`src/logic/spi_pkg.sv`:
```
`default_nettype none

////////////////////////////////////////
// shared types and register map
////////////////////////////////////////

package spi_pkg;

  // data words
  typedef logic [31:0] spi_word_t;  // command / received word
  typedef logic  [7:0] spi_byte_t;  // one serial byte

  // half period of sclk is div+1 clocks
  typedef logic  [7:0] spi_div_t;

  // byte count minus one, 0 -> 1 byte, 3 -> 4 bytes
  typedef logic  [1:0] spi_cnt_t;

  // register bus address
  typedef logic  [2:0] spi_adr_t;

  ////////////////////////////////////////
  // register addresses
  ////////////////////////////////////////

  localparam spi_adr_t ADR_CFG = 3'd0;  // divider, slave select mask
  localparam spi_adr_t ADR_TXD = 3'd1;  // transmit word
  localparam spi_adr_t ADR_CTL = 3'd2;  // launch, write only
  localparam spi_adr_t ADR_RXD = 3'd3;  // received word, read only
  localparam spi_adr_t ADR_STS = 3'd4;  // busy flag, read only

  // 5..7 unused, access gives an error strobe

endpackage : spi_pkg

`default_nettype wire

```
`src/logic/spi_reg.sv`:
```
`timescale 1ns/100ps
`default_nettype none

module spi_reg #(
  parameter int unsigned SSW = 8  // slave select width
)(
  input  logic               clk_i,
  input  logic               rst_n_i,
  // register bus
  input  logic               reg_wen_i,   // write enable
  input  logic               reg_ren_i,   // read enable
  input  spi_pkg::spi_adr_t  reg_adr_i,   // address
  input  spi_pkg::spi_word_t reg_wdt_i,   // write data
  output spi_pkg::spi_word_t reg_rdt_o,   // read data, one cycle later
  output logic               reg_err_o,   // error strobe
  // received word from input repackager
  input  logic               wrd_stb_i,
  input  spi_pkg::spi_word_t wrd_dat_i,
  // command to output repackager
  output logic               cmd_stb_o,
  output spi_pkg::spi_word_t cmd_dat_o,
  output spi_pkg::spi_cnt_t  cmd_cnt_o,
  output logic               cmd_quad_o,
  output logic               cmd_rd_o,
  // configuration
  output spi_pkg::spi_div_t  div_o,
  output logic [SSW-1:0]     ss_msk_o,
  output logic               busy_o
);

  import spi_pkg::*;

  spi_word_t txd;     // transmit word
  spi_word_t rxd;     // last received word
  spi_word_t cfg_rd;  // CFG as seen on readback
  logic      ctl_wr;  // write to CTL
  logic      launch;  // accepted launch
  logic      bad;     // error condition this cycle

  ////////////////////////////////////////
  // decode
  ////////////////////////////////////////

  assign ctl_wr = reg_wen_i & (reg_adr_i == ADR_CTL);
  assign launch = ctl_wr & ~busy_o;  // rejected while busy

  // unused address or launch on top of a running transfer
  assign bad = ((reg_wen_i | reg_ren_i) & (reg_adr_i > ADR_STS)) | (ctl_wr & busy_o);

  always_comb begin
    cfg_rd           = '0;  // unimplemented bits read zero
    cfg_rd[7:0]      = div_o;
    cfg_rd[8 +: SSW] = ss_msk_o;
  end

  ////////////////////////////////////////
  // configuration and data
  ////////////////////////////////////////

  always_ff @(posedge clk_i) begin
    if (!rst_n_i) begin
      div_o    <= '0;
      ss_msk_o <= '0;
    end else if (reg_wen_i && (reg_adr_i == ADR_CFG)) begin
      div_o    <= reg_wdt_i[7:0];
      ss_msk_o <= reg_wdt_i[8 +: SSW];
    end
  end

  always_ff @(posedge clk_i) begin
    if (reg_wen_i && (reg_adr_i == ADR_TXD)) txd <= reg_wdt_i;
    if (wrd_stb_i) rxd <= wrd_dat_i;  // end of transfer
    if (launch) cmd_dat_o <= txd;     // snapshot, stable till next launch
  end

  // launch and busy flag
  always_ff @(posedge clk_i) begin
    if (!rst_n_i) begin
      cmd_stb_o  <= 1'b0;
      cmd_cnt_o  <= '0;
      cmd_quad_o <= 1'b0;
      cmd_rd_o   <= 1'b0;
      busy_o     <= 1'b0;
    end else begin
      cmd_stb_o <= launch;
      if (launch) begin
        cmd_cnt_o  <= reg_wdt_i[1:0];
        cmd_quad_o <= reg_wdt_i[2];
        cmd_rd_o   <= reg_wdt_i[3];  // quad read, ignored in single mode
        busy_o     <= 1'b1;
      end else if (wrd_stb_i) begin
        busy_o <= 1'b0;  // last byte packed
      end
    end
  end

  ////////////////////////////////////////
  // read data and error response
  ////////////////////////////////////////

  always_ff @(posedge clk_i) begin
    if (!rst_n_i) begin
      reg_rdt_o <= '0;
      reg_err_o <= 1'b0;
    end else begin
      reg_err_o <= bad;
      if (reg_ren_i) begin
        case (reg_adr_i)
          ADR_CFG: reg_rdt_o <= cfg_rd;
          ADR_TXD: reg_rdt_o <= txd;
          ADR_RXD: reg_rdt_o <= rxd;
          ADR_STS: reg_rdt_o <= {31'd0, busy_o};
          default: reg_rdt_o <= '0;  // CTL and unused
        endcase
      end
    end
  end

endmodule : spi_reg

`default_nettype wire

```
`src/logic/spi_rpo.sv`:
```
`timescale 1ns/100ps
`default_nettype none

module spi_rpo (
  input  logic               clk_i,
  input  logic               rst_n_i,
  // command from register block
  input  logic               cmd_stb_i,
  input  spi_pkg::spi_word_t cmd_dat_i,
  input  spi_pkg::spi_cnt_t  cmd_cnt_i,
  // byte finished in serializer
  input  logic               done_stb_i,
  // byte to serializer
  output logic               byt_stb_o,
  output spi_pkg::spi_byte_t byt_dat_o
);

  import spi_pkg::*;

  spi_word_t sreg;  // bytes not yet issued, next one on top
  spi_cnt_t  left;  // bytes still owed after the one in flight
  logic      nxt;   // issue next byte

  // pace on the serializer, stay quiet after last byte
  assign nxt = done_stb_i & (left != '0);

  ////////////////////////////////////////
  // byte counter and strobe
  ////////////////////////////////////////

  always_ff @(posedge clk_i) begin
    if (!rst_n_i) begin
      byt_stb_o <= 1'b0;
      left      <= '0;
    end else begin
      byt_stb_o <= 1'b0;  // single cycle
      if (cmd_stb_i) begin
        byt_stb_o <= 1'b1;  // first byte right away
        left      <= cmd_cnt_i;
      end else if (nxt) begin
        byt_stb_o <= 1'b1;
        left      <= left - 2'd1;
      end
    end
  end

  ////////////////////////////////////////
  // shift register, MSB byte first
  ////////////////////////////////////////

  always_ff @(posedge clk_i) begin
    if (cmd_stb_i) begin
      byt_dat_o <= cmd_dat_i[31:24];
      sreg      <= {cmd_dat_i[23:0], 8'h00};
    end else if (nxt) begin
      byt_dat_o <= sreg[31:24];
      sreg      <= {sreg[23:0], 8'h00};
    end
  end

endmodule : spi_rpo

`default_nettype wire

```
`src/logic/spi_sclk_gen.sv`:
```
`timescale 1ns/100ps
`default_nettype none

module spi_sclk_gen (
  input  logic              clk_i,
  input  logic              rst_n_i,
  input  logic              run_i,       // divider enable
  input  spi_pkg::spi_div_t div_i,       // half period minus one
  output logic              sclk_o,      // serial clock, idles low
  output logic              rise_stb_o,  // sclk just went high
  output logic              fall_stb_o   // sclk just went low
);

  import spi_pkg::*;

  spi_div_t cnt;       // clocks in current half period
  logic     half_end;  // last clock of half period

  assign half_end = (cnt == div_i);

  ////////////////////////////////////////
  // divider
  ////////////////////////////////////////

  always_ff @(posedge clk_i) begin
    // idle and reset look the same, sclk parked low
    if (!rst_n_i || !run_i) begin
      cnt        <= '0;
      sclk_o     <= 1'b0;
      rise_stb_o <= 1'b0;
      fall_stb_o <= 1'b0;
    end else begin
      rise_stb_o <= 1'b0;
      fall_stb_o <= 1'b0;
      if (half_end) begin
        cnt        <= '0;
        sclk_o     <= ~sclk_o;
        rise_stb_o <= ~sclk_o;  // low -> high
        fall_stb_o <=  sclk_o;  // high -> low
      end else begin
        cnt <= cnt + 8'd1;
      end
    end
  end

endmodule : spi_sclk_gen

`default_nettype wire

```
`src/logic/spi_ser.sv`:
```
`timescale 1ns/100ps
`default_nettype none

module spi_ser #(
  parameter int unsigned SSW = 8  // slave select width
)(
  input  logic               clk_i,
  input  logic               rst_n_i,
  // byte from output repackager
  input  logic               byt_stb_i,
  input  spi_pkg::spi_byte_t byt_dat_i,
  // mode and configuration
  input  logic               quad_i,     // four lanes
  input  logic               rd_i,       // quad read
  input  spi_pkg::spi_div_t  div_i,
  input  logic [SSW-1:0]     ss_msk_i,
  input  logic               busy_i,     // transfer in progress
  // finished byte
  output logic               done_stb_o,
  output spi_pkg::spi_byte_t rx_dat_o,
  // SPI pins
  output logic               spi_sclk_o,
  output logic               spi_sclk_e_o,
  input  logic [3:0]         spi_sio_i,
  output logic [3:0]         spi_sio_o,
  output logic [3:0]         spi_sio_e_o,
  output logic [SSW-1:0]     spi_ss_o,   // active high, inverted at pad
  output logic [SSW-1:0]     spi_ss_e_o
);

  import spi_pkg::*;

  spi_byte_t  tx_sr;     // outgoing bits, MSB on the lane
  spi_byte_t  rx_sr;     // incoming bits
  logic [3:0] bit_cnt;   // rising edges in this byte
  logic [3:0] bit_end;   // rising edges per byte
  logic       run;       // byte in progress
  logic       stop;      // closing falling edge
  logic       sclk_run;
  logic       rise_stb;
  logic       fall_stb;

  assign bit_end = quad_i ? 4'd2 : 4'd8;  // nibbles or bits
  assign stop    = fall_stb & (bit_cnt == bit_end);

  // drop run in the stop cycle so no extra edge slips out
  assign sclk_run = run & ~stop;

  spi_sclk_gen sclk_gen_i (
    .clk_i      (clk_i),
    .rst_n_i    (rst_n_i),
    .run_i      (sclk_run),
    .div_i      (div_i),
    .sclk_o     (spi_sclk_o),
    .rise_stb_o (rise_stb),
    .fall_stb_o (fall_stb)
  );

  ////////////////////////////////////////
  // bit counter
  ////////////////////////////////////////

  always_ff @(posedge clk_i) begin
    if (!rst_n_i) begin
      run        <= 1'b0;
      bit_cnt    <= '0;
      done_stb_o <= 1'b0;
    end else begin
      done_stb_o <= 1'b0;
      if (byt_stb_i) begin
        run     <= 1'b1;
        bit_cnt <= '0;
      end else if (stop) begin
        run        <= 1'b0;
        done_stb_o <= 1'b1;  // byte complete after last full period
      end else if (rise_stb) begin
        bit_cnt <= bit_cnt + 4'd1;
      end
    end
  end

  ////////////////////////////////////////
  // shift registers, mode 0
  ////////////////////////////////////////

  always_ff @(posedge clk_i) begin
    if (byt_stb_i) begin
      tx_sr <= byt_dat_i;  // first bit ahead of first rise
    end else if (fall_stb && !stop) begin
      tx_sr <= quad_i ? {tx_sr[3:0], 4'h0} : {tx_sr[6:0], 1'b0};
    end
    // sample on rise, MISO is sio[1] in single mode
    if (rise_stb) begin
      rx_sr <= quad_i ? {rx_sr[3:0], spi_sio_i} : {rx_sr[6:0], spi_sio_i[1]};
    end
    if (stop) rx_dat_o <= rx_sr;
  end

  assign spi_sio_o = quad_i ? tx_sr[7:4] : {3'b000, tx_sr[7]};  // sio[3] high bit

  ////////////////////////////////////////
  // selects and enables
  ////////////////////////////////////////

  assign spi_sclk_e_o = busy_i;
  assign spi_ss_o     = busy_i ? ss_msk_i : '0;
  assign spi_ss_e_o   = {SSW{busy_i}};

  // single: MOSI only, quad write: all, quad read: none
  assign spi_sio_e_o = !busy_i ? 4'b0000 :
                       !quad_i ? 4'b0001 :
                       rd_i    ? 4'b0000 : 4'b1111;

endmodule : spi_ser

`default_nettype wire

```
`src/logic/spi_rpi.sv`:
```
`timescale 1ns/100ps
`default_nettype none

module spi_rpi (
  input  logic               clk_i,
  input  logic               rst_n_i,
  // command start
  input  logic               cmd_stb_i,
  input  spi_pkg::spi_cnt_t  cmd_cnt_i,
  // byte from serializer
  input  logic               done_stb_i,
  input  spi_pkg::spi_byte_t rx_dat_i,
  // packed word to register block
  output logic               wrd_stb_o,
  output spi_pkg::spi_word_t wrd_dat_o
);

  import spi_pkg::*;

  spi_cnt_t left;  // bytes still expected after the next one

  ////////////////////////////////////////
  // byte counter
  ////////////////////////////////////////

  always_ff @(posedge clk_i) begin
    if (!rst_n_i) begin
      wrd_stb_o <= 1'b0;
      left      <= '0;
    end else begin
      wrd_stb_o <= 1'b0;
      if (cmd_stb_i) begin
        left <= cmd_cnt_i;
      end else if (done_stb_i) begin
        if (left == '0) wrd_stb_o <= 1'b1;  // last byte in
        else left <= left - 2'd1;
      end
    end
  end

  ////////////////////////////////////////
  // packing, new bytes enter at the low end
  ////////////////////////////////////////

  always_ff @(posedge clk_i) begin
    if (cmd_stb_i) begin
      wrd_dat_o <= '0;  // missing bytes read zero
    end else if (done_stb_i) begin
      wrd_dat_o <= {wrd_dat_o[23:0], rx_dat_i};
    end
  end

endmodule : spi_rpi

`default_nettype wire

```
`src/logic/spi_master.sv`:
```
`timescale 1ns/100ps
`default_nettype none

module spi_master #(
  parameter int unsigned SSW = 8  // slave select width, 1..16
)(
  input  logic               clk_i,
  input  logic               rst_n_i,
  // register bus
  input  logic               reg_wen_i,
  input  logic               reg_ren_i,
  input  spi_pkg::spi_adr_t  reg_adr_i,
  input  spi_pkg::spi_word_t reg_wdt_i,
  output spi_pkg::spi_word_t reg_rdt_o,
  output logic               reg_err_o,
  // SPI pins, tristate pads outside
  output logic               spi_sclk_o,
  output logic               spi_sclk_e_o,
  input  logic [3:0]         spi_sio_i,
  output logic [3:0]         spi_sio_o,
  output logic [3:0]         spi_sio_e_o,
  output logic [SSW-1:0]     spi_ss_o,
  output logic [SSW-1:0]     spi_ss_e_o
);

  import spi_pkg::*;

  // command path
  logic           cmd_stb;
  spi_word_t      cmd_dat;
  spi_cnt_t       cmd_cnt;
  logic           cmd_quad;
  logic           cmd_rd;
  // configuration
  spi_div_t       div;
  logic [SSW-1:0] ss_msk;
  logic           busy;
  // byte path
  logic           byt_stb;
  spi_byte_t      byt_dat;
  logic           done_stb;
  spi_byte_t      rx_dat;
  // word back
  logic           wrd_stb;
  spi_word_t      wrd_dat;

  ////////////////////////////////////////
  // registers
  ////////////////////////////////////////

  spi_reg #(
    .SSW (SSW)
  ) reg_i (
    .clk_i      (clk_i),
    .rst_n_i    (rst_n_i),
    .reg_wen_i  (reg_wen_i),
    .reg_ren_i  (reg_ren_i),
    .reg_adr_i  (reg_adr_i),
    .reg_wdt_i  (reg_wdt_i),
    .reg_rdt_o  (reg_rdt_o),
    .reg_err_o  (reg_err_o),
    .wrd_stb_i  (wrd_stb),
    .wrd_dat_i  (wrd_dat),
    .cmd_stb_o  (cmd_stb),
    .cmd_dat_o  (cmd_dat),
    .cmd_cnt_o  (cmd_cnt),
    .cmd_quad_o (cmd_quad),
    .cmd_rd_o   (cmd_rd),
    .div_o      (div),
    .ss_msk_o   (ss_msk),
    .busy_o     (busy)
  );

  ////////////////////////////////////////
  // repackaging and serializer
  ////////////////////////////////////////

  spi_rpo rpo_i (
    .clk_i      (clk_i),
    .rst_n_i    (rst_n_i),
    .cmd_stb_i  (cmd_stb),
    .cmd_dat_i  (cmd_dat),
    .cmd_cnt_i  (cmd_cnt),
    .done_stb_i (done_stb),  // paces the next byte
    .byt_stb_o  (byt_stb),
    .byt_dat_o  (byt_dat)
  );

  spi_ser #(
    .SSW (SSW)
  ) ser_i (
    .clk_i        (clk_i),
    .rst_n_i      (rst_n_i),
    .byt_stb_i    (byt_stb),
    .byt_dat_i    (byt_dat),
    .quad_i       (cmd_quad),
    .rd_i         (cmd_rd),
    .div_i        (div),
    .ss_msk_i     (ss_msk),
    .busy_i       (busy),
    .spi_sio_i    (spi_sio_i),
    .done_stb_o   (done_stb),
    .rx_dat_o     (rx_dat),
    .spi_sclk_o   (spi_sclk_o),
    .spi_sclk_e_o (spi_sclk_e_o),
    .spi_sio_o    (spi_sio_o),
    .spi_sio_e_o  (spi_sio_e_o),
    .spi_ss_o     (spi_ss_o),
    .spi_ss_e_o   (spi_ss_e_o)
  );

  spi_rpi rpi_i (
    .clk_i      (clk_i),
    .rst_n_i    (rst_n_i),
    .cmd_stb_i  (cmd_stb),
    .cmd_cnt_i  (cmd_cnt),
    .done_stb_i (done_stb),
    .rx_dat_i   (rx_dat),
    .wrd_stb_o  (wrd_stb),
    .wrd_dat_o  (wrd_dat)
  );

endmodule : spi_master

`default_nettype wire

```
`config.mk`:
```
export PLATFORM = sky130hd
export DESIGN_NAME = spi_master
export DESIGN_NICKNAME = d
export VERILOG_FILES = /design/src/logic/spi_pkg.sv /design/src/logic/spi_reg.sv /design/src/logic/spi_rpo.sv /design/src/logic/spi_sclk_gen.sv /design/src/logic/spi_ser.sv /design/src/logic/spi_rpi.sv /design/src/logic/spi_master.sv
export SDC_FILE = /design/constraint.sdc
export NUM_CORES = 1
export LEC_CHECK = 0
export BUFFER_PORTS_ARGS = -buffer_cell sky130_fd_sc_hd__buf_2
export CORE_ASPECT_RATIO = 0.9
export CORE_MARGIN = 5
export CORE_UTILIZATION = 57
export CTS_BUF_LIST = sky130_fd_sc_hd__clkbuf_16
export DETAILED_ROUTE_END_ITERATION = 7
export HOLD_SLACK_MARGIN = 0.03
export PLACE_DENSITY_LB_ADDON = 0.05
export SLEW_MARGIN = 20
export SYNTH_ARGS = -nofsm -noshare
export SYNTH_HDL_FRONTEND = slang
export SYNTH_SLANG_ARGS = --single-unit
```
`constraint.sdc`:
```
create_clock -name clk_i -period 12 [get_ports clk_i]
set_input_delay 2.4 -clock clk_i [delete_from_list [all_inputs] [get_ports clk_i]]
set_output_delay 2.4 -clock clk_i [all_outputs]
set_load 0.1 [all_outputs]
```
**After elaboration in Yosys (flattened, before gate mapping)**

Cells that the tools add are included.

- Bits in registers: 262
- Word-level logic and storage cells: 105
- Output and inout bits: 59

- Add/sub/neg operators: 4
- Reduce and logical (&&, ||, !) cells: 21
- Equality and inequality tests: 7
- Bitwise gates (word level): 15
- Order comparisons: 1
- Mux-type cells: 28

Operators by type and width:

| cell | count |
|---|---|
| case mux 32 bit (4 select lines) | 1 |
| 2-to-1 mux 32 bit | 2 |
| 2-to-1 mux 8 bit | 7 |
| 2-to-1 mux 4 bit | 5 |
| nonzero test 2 bit | 6 |
| 2-to-1 mux 2 bit | 5 |
| adder 8 x 1 -> 8 bit, second input constant | 1 |
| equality test 8 bit | 1 |
| 2-to-1 mux 1 bit | 8 |
| AND 1 bit | 7 |
| equality test 3 x 2 -> 1 bit, second input constant | 2 |
| NOT 1 bit | 6 |
| OR reduction 2 bit | 3 |
| adder 4 x 1 -> 4 bit, second input constant | 1 |
| equality test 4 bit | 1 |
| AND reduction 2 bit | 2 |
| subtractor 2 x 1 -> 2 bit, second input constant | 2 |
| equality test 3 x 1 -> 1 bit, second input constant | 1 |
| equality test 3 bit, second input constant | 1 |
| > comparator 3 bit, second input constant | 1 |
| logical AND 1 bit | 3 |
| zero test 1 bit | 3 |
| zero test 3 bit | 1 |
| OR reduction 3 bit | 1 |
| other kinds (4) | 5 |

**Logic depth before layout (Yosys ltp)**

- Word-level depth: 8
- Mapped depth: 6
- Gate-level depth less buffers: 6

**Hierarchy**

From an unflattened synthesis, not the netlist that was laid out.

- Cells, all modules: 748
- Area total of the unflattened synthesis: 10,261.1 um2

By module, submodules not included:

| module | area each (um2) | instances | seq. area each (um2) | cells each |
|---|---|---|---|---|
| spi_reg | 5,421.4 | 1 | 3,983.8 | 377 |
| spi_rpo | 1,572.8 | 1 | 1,021.0 | 85 |
| spi_ser | 1,462.7 | 1 | 840.8 | 114 |
| spi_rpi | 1,288.7 | 1 | 700.7 | 120 |
| spi_sclk_gen | 515.5 | 1 | 220.2 | 52 |

**Worst setup path before layout**

No wires, ideal clock.

- Kind: register to output
- Start point: reg reg_i.busy_o
- End point: out spi_sio_e_o[2]
- Cell stages (with the launch flop): 4
- Arrival: 4,358 ps
- Setup slack: 5,242 ps
- Cells stage by stage: dfxtp_1 > clkbuf_1 > nor3b_1 > buf_4

- Longest elaborated chain between the ends: 1

Ends and longest elaborated chain:

| item | line | text |
|---|---|---|
| start: declaration | spi_reg.sv:28 | `output logic busy_o` |
| start signal: assignment | spi_reg.sv:83 | `busy_o <= 1'b0;` |
| start signal: assignment | spi_reg.sv:90 | `busy_o <= 1'b1;` |
| start signal: assignment | spi_reg.sv:92 | `busy_o <= 1'b0;` |
| 2-to-1 mux 4 bit | spi_ser.sv:110 | `assign spi_sio_e_o = !busy_i ? 4'b0000 :` |
| end: declaration | spi_master.sv:21 | `output logic [3:0] spi_sio_e_o,` |

Every way passes these cells.

**Worst setup path in the final report**

- Start point: reg reg_i.cmd_quad_o
- End point: out spi_sio_o[0]

- Longest elaborated chain between the ends: 1

Ends and longest elaborated chain:

| item | line | text |
|---|---|---|
| start: declaration | spi_reg.sv:23 | `output logic cmd_quad_o,` |
| start signal: assignment | spi_reg.sv:88 | `cmd_quad_o <= reg_wdt_i[2];` |
| 2-to-1 mux 4 bit | spi_ser.sv:99 | `assign spi_sio_o = quad_i ? tx_sr[7:4] : {3'b000, tx_sr[7]};` |
| end: declaration | spi_master.sv:20 | `output logic [3:0] spi_sio_o,` |

Every way passes these cells.

==> impl_metrics.yaml <==
timing:
  tns_ps: 0
  skew_ps: 15.4
  setup_viol_count_final: 0
  rsz0062_at_grt: "no"
  period_needed_ps: 4600
  slew_violations: 0
  fmax_mhz: 218
  maxSlewHeadroom_pct: 30.7
  tightest_slew_ps: 1040
  min_period_over_period_pct: 38.3
  hold_viol_final: 0
pwr:
  pwr-share-seq_pct: 52.4
  p_switching_uw: 391
  power_density_nw_per_um2: 159
  power.internal_mw: 1.45
  combinationalPowerShare_pct: 4.9
  p_leak_nw: 4.19
  clockPowerShare_pct: 42.7
  irDropWorstVdd_mv: 0.119
  p_sw_share_pct: 21.2
cts:
  cts_tree: "done"
  path_clk_slew_ps: 60
  cts_resized: 0
  clk_path_buf_depth: 3
  post-cts-setup-buffers: 0
  cts_hold_buf: 0
  clock_sinks: 262
  cts_root_buf: "clkbuf_16"
  insertion_delay_ps: 520
  numCtsBuffers: 26
  htree_levels: 1
global_routing:
  track_usage_pct: 20.2
  antenna_found_initial: 0
  top_usage_layer: "met2"
  grt_pass1_wl_mm: 32.2
  grt_use_met1_pct: 30.6
  grt.met3_usage_pct: 2.78
  grt.overflow.total: 0
  grt_start_max_net_pins: 70
  grt_pass1_vias: 5770
  grt_use_met2_pct: 31.7
place:
  post-place-cells: 1060
  io_buffers: 101
  place_hpwl_mm: 14.1
  place_congestion: 0.838
detailed_routing:
  ant_nets: 0
  vias: 5967
  via_per_inst: 5.39
  wl_mm: 20.7
  drc: 0
  drt_pre_antenna_iters: 4
  drt-wirelength-per-cell_um: 18.7
  initialDrtViolationCount: 493
worst_setup_path:
  endpoint_kind: "output port"
  critPathBufInv: 2
  worstPathCellList: "buf_4 -> mux2_2 -> buf_2"
  startpoint_type: "flip-flop"
  max_stage_delay_ps: 730
  worstPathMaxFanout: 14
  cp.required_ps: 9600
  slowest_stage: "dfxtp_1"
  crit_arrival_ps: 2200
  crit_type: "reg2out"
  crit_family: "flip-flops"
logic_synthesis:
  synth_seq_cells: 262
  synth_edf_count: 152
  yosys_warnings: 0
  synth-async-reset-ratio_pct: 0
  postSynthAreaPerCell_um2: 13.3
  synth_cell_types: 51
  netlist_instances: 763
  netlist_area_um2: 10100
  synth.yosys.seq_area_share_pct: 66.7
  yosys_most_used_dff: "edfxtp_1"
  syn_nets: 810
finish:
  area_growth_pct: 14.2
  mostFrequentLayoutCell: "edfxtp_1"
  layout_common_cells: "edfxtp_1 (152), dfxtp_1 (108), buf_2 (101), mux2i_1 (72)"
  drive_gt1_share_pct: 21.7
  final_cell_count_no_fill: 1108
  fin_util_pct: 66.0
  num-nets-final: 895
  fill_cells: 1292
  insertedDiodeCount: 0
floorplanning:
  initial_core_util_pct: 57.8
  dieArea_um2: 20600
  die_w_um: 151
  dieHeight_um: 137
  core.rowCount: 46
  num_io_pins: 102
  core_area_um2: 17600
hold_path:
  hold_path.class: "reg2reg"
run:
  cap_viol_max_count: 0
status:
  outcome: "complete, no violations"
[layout make-up]
type                            count  area (µm²)  share of cell area, %
Multi-Input combinational cell    423        3020                   26.1
Clock inverter                     21         165                   1.43
Clock buffer                       27         676                   5.83
Inverter                           28         105                  0.907
Timing Repair Buffer              107         551                   4.75
Sequential cell                   262        6770                   58.4
Tap cell                          240         300                   2.59
[through the flow]
step	area [µm²]	setup slack [ps]	hold slack [ps]	total power [mW]
3_3_place_gp	10700	7640	413	1.07
3_5_place_dp	10700	7600	419	1.07
5_1_grt	11600	7280	435	1.90
2_1_floorplan	10100	5240	400	1.05
6_report	11600	7400	431	1.84
4_1_cts	11600	7370	432	1.86
[registers in the layout, indices dropped and copies added (netlist names), 2 cells and up]
register              flops
rpi_i.wrd_dat_o          32
reg_i.cmd_dat_o          32
reg_i.ss_msk_o            8
reg_i.reg_rdt_o          32
ser_i.tx_sr               8
rpo_i.byt_dat_o           8
reg_i.cmd_cnt_o           2
rpo_i.left                2
ser_i.sclk_gen_i.cnt      8
ser_i.bit_cnt             4
reg_i.txd                32
rpi_i.left                2
ser_i.rx_dat_o            8
rpo_i.sreg               24
ser_i.rx_sr               8
reg_i.rxd                32
reg_i.div_o               8
[worst paths after layout]
kind,endpoint,cells after the start,start,slack (ps)
setup / recovery,spi_sio_o[0],3,reg_i.cmd_quad_o,7400
hold / removal,reg_i.rxd[25],0,rpi_i.wrd_dat_o[25],430
setup reg to reg,ser_i.tx_sr[7],4,reg_i.cmd_quad_o,9800
hold reg to reg,reg_i.rxd[25],0,rpi_i.wrd_dat_o[25],430
[power by group through the flow]
stage	combinational [mW]	sequential (mW)	clock (mW)
after floorplan	0.0496	1.00	0
after global placement	0.0887	0.984	0
after detailed placement	0.0900	0.984	0
after CTS	0.0905	0.965	0.802
after global routing	0.0957	0.965	0.843
final	0.0898	0.965	0.788
[routing by layer]
metal | share of wire [%] | vias up
li1 | - | 2865
met1 | 47 | 2957
met2 | 47 | 120
met3 | 4.2 | 25
met4 | 1.4 | 0
met5 | 0 | -
[cell families (layout without fill, tap and decap cells)]
family	count (synthesis)	in the layout	share of synthesized area, %
DFF	262	262	66.7
and+or+nand+nor	200	200	10.5
muxes	105	105	10.8
AOI/OAI and AO/OA	97	97	6.52
buffers and inverters	78	183	3.61
xor gates and xnor gates	17	17	1.47
adders and majority gates	4	4	0.493
[Yosys cell counts, drive strengths merged (2+ instances only)]
library cell | count | area share, %
nand4 | 3 | 0.18
dfxtp | 110 | 22
o22ai | 16 | 0.99
a22o | 3 | 0.26
nand2b | 5 | 0.38
nor2 | 45 | 1.7
nor3 | 5 | 0.36
and2 | 38 | 2.3
mux2i | 72 | 7.1
a21boi | 19 | 1.4
a21oi | 23 | 1.2
buf | 33 | 1.9
nand3 | 7 | 0.35
inv | 28 | 1.0
or3 | 2 | 0.12
or3b | 2 | 0.17
o2bb2ai | 16 | 1.4
xor2 | 6 | 0.52
nor3b | 2 | 0.15
edfxtp | 152 | 45
clkbuf | 17 | 0.64
and3 | 2 | 0.12
o21ai | 11 | 0.54
xnor2 | 11 | 0.95
mux2 | 33 | 3.7
ha | 4 | 0.49
nand2 | 45 | 1.7
nor2b | 39 | 2.4
(Power assumes the default switching activity.)
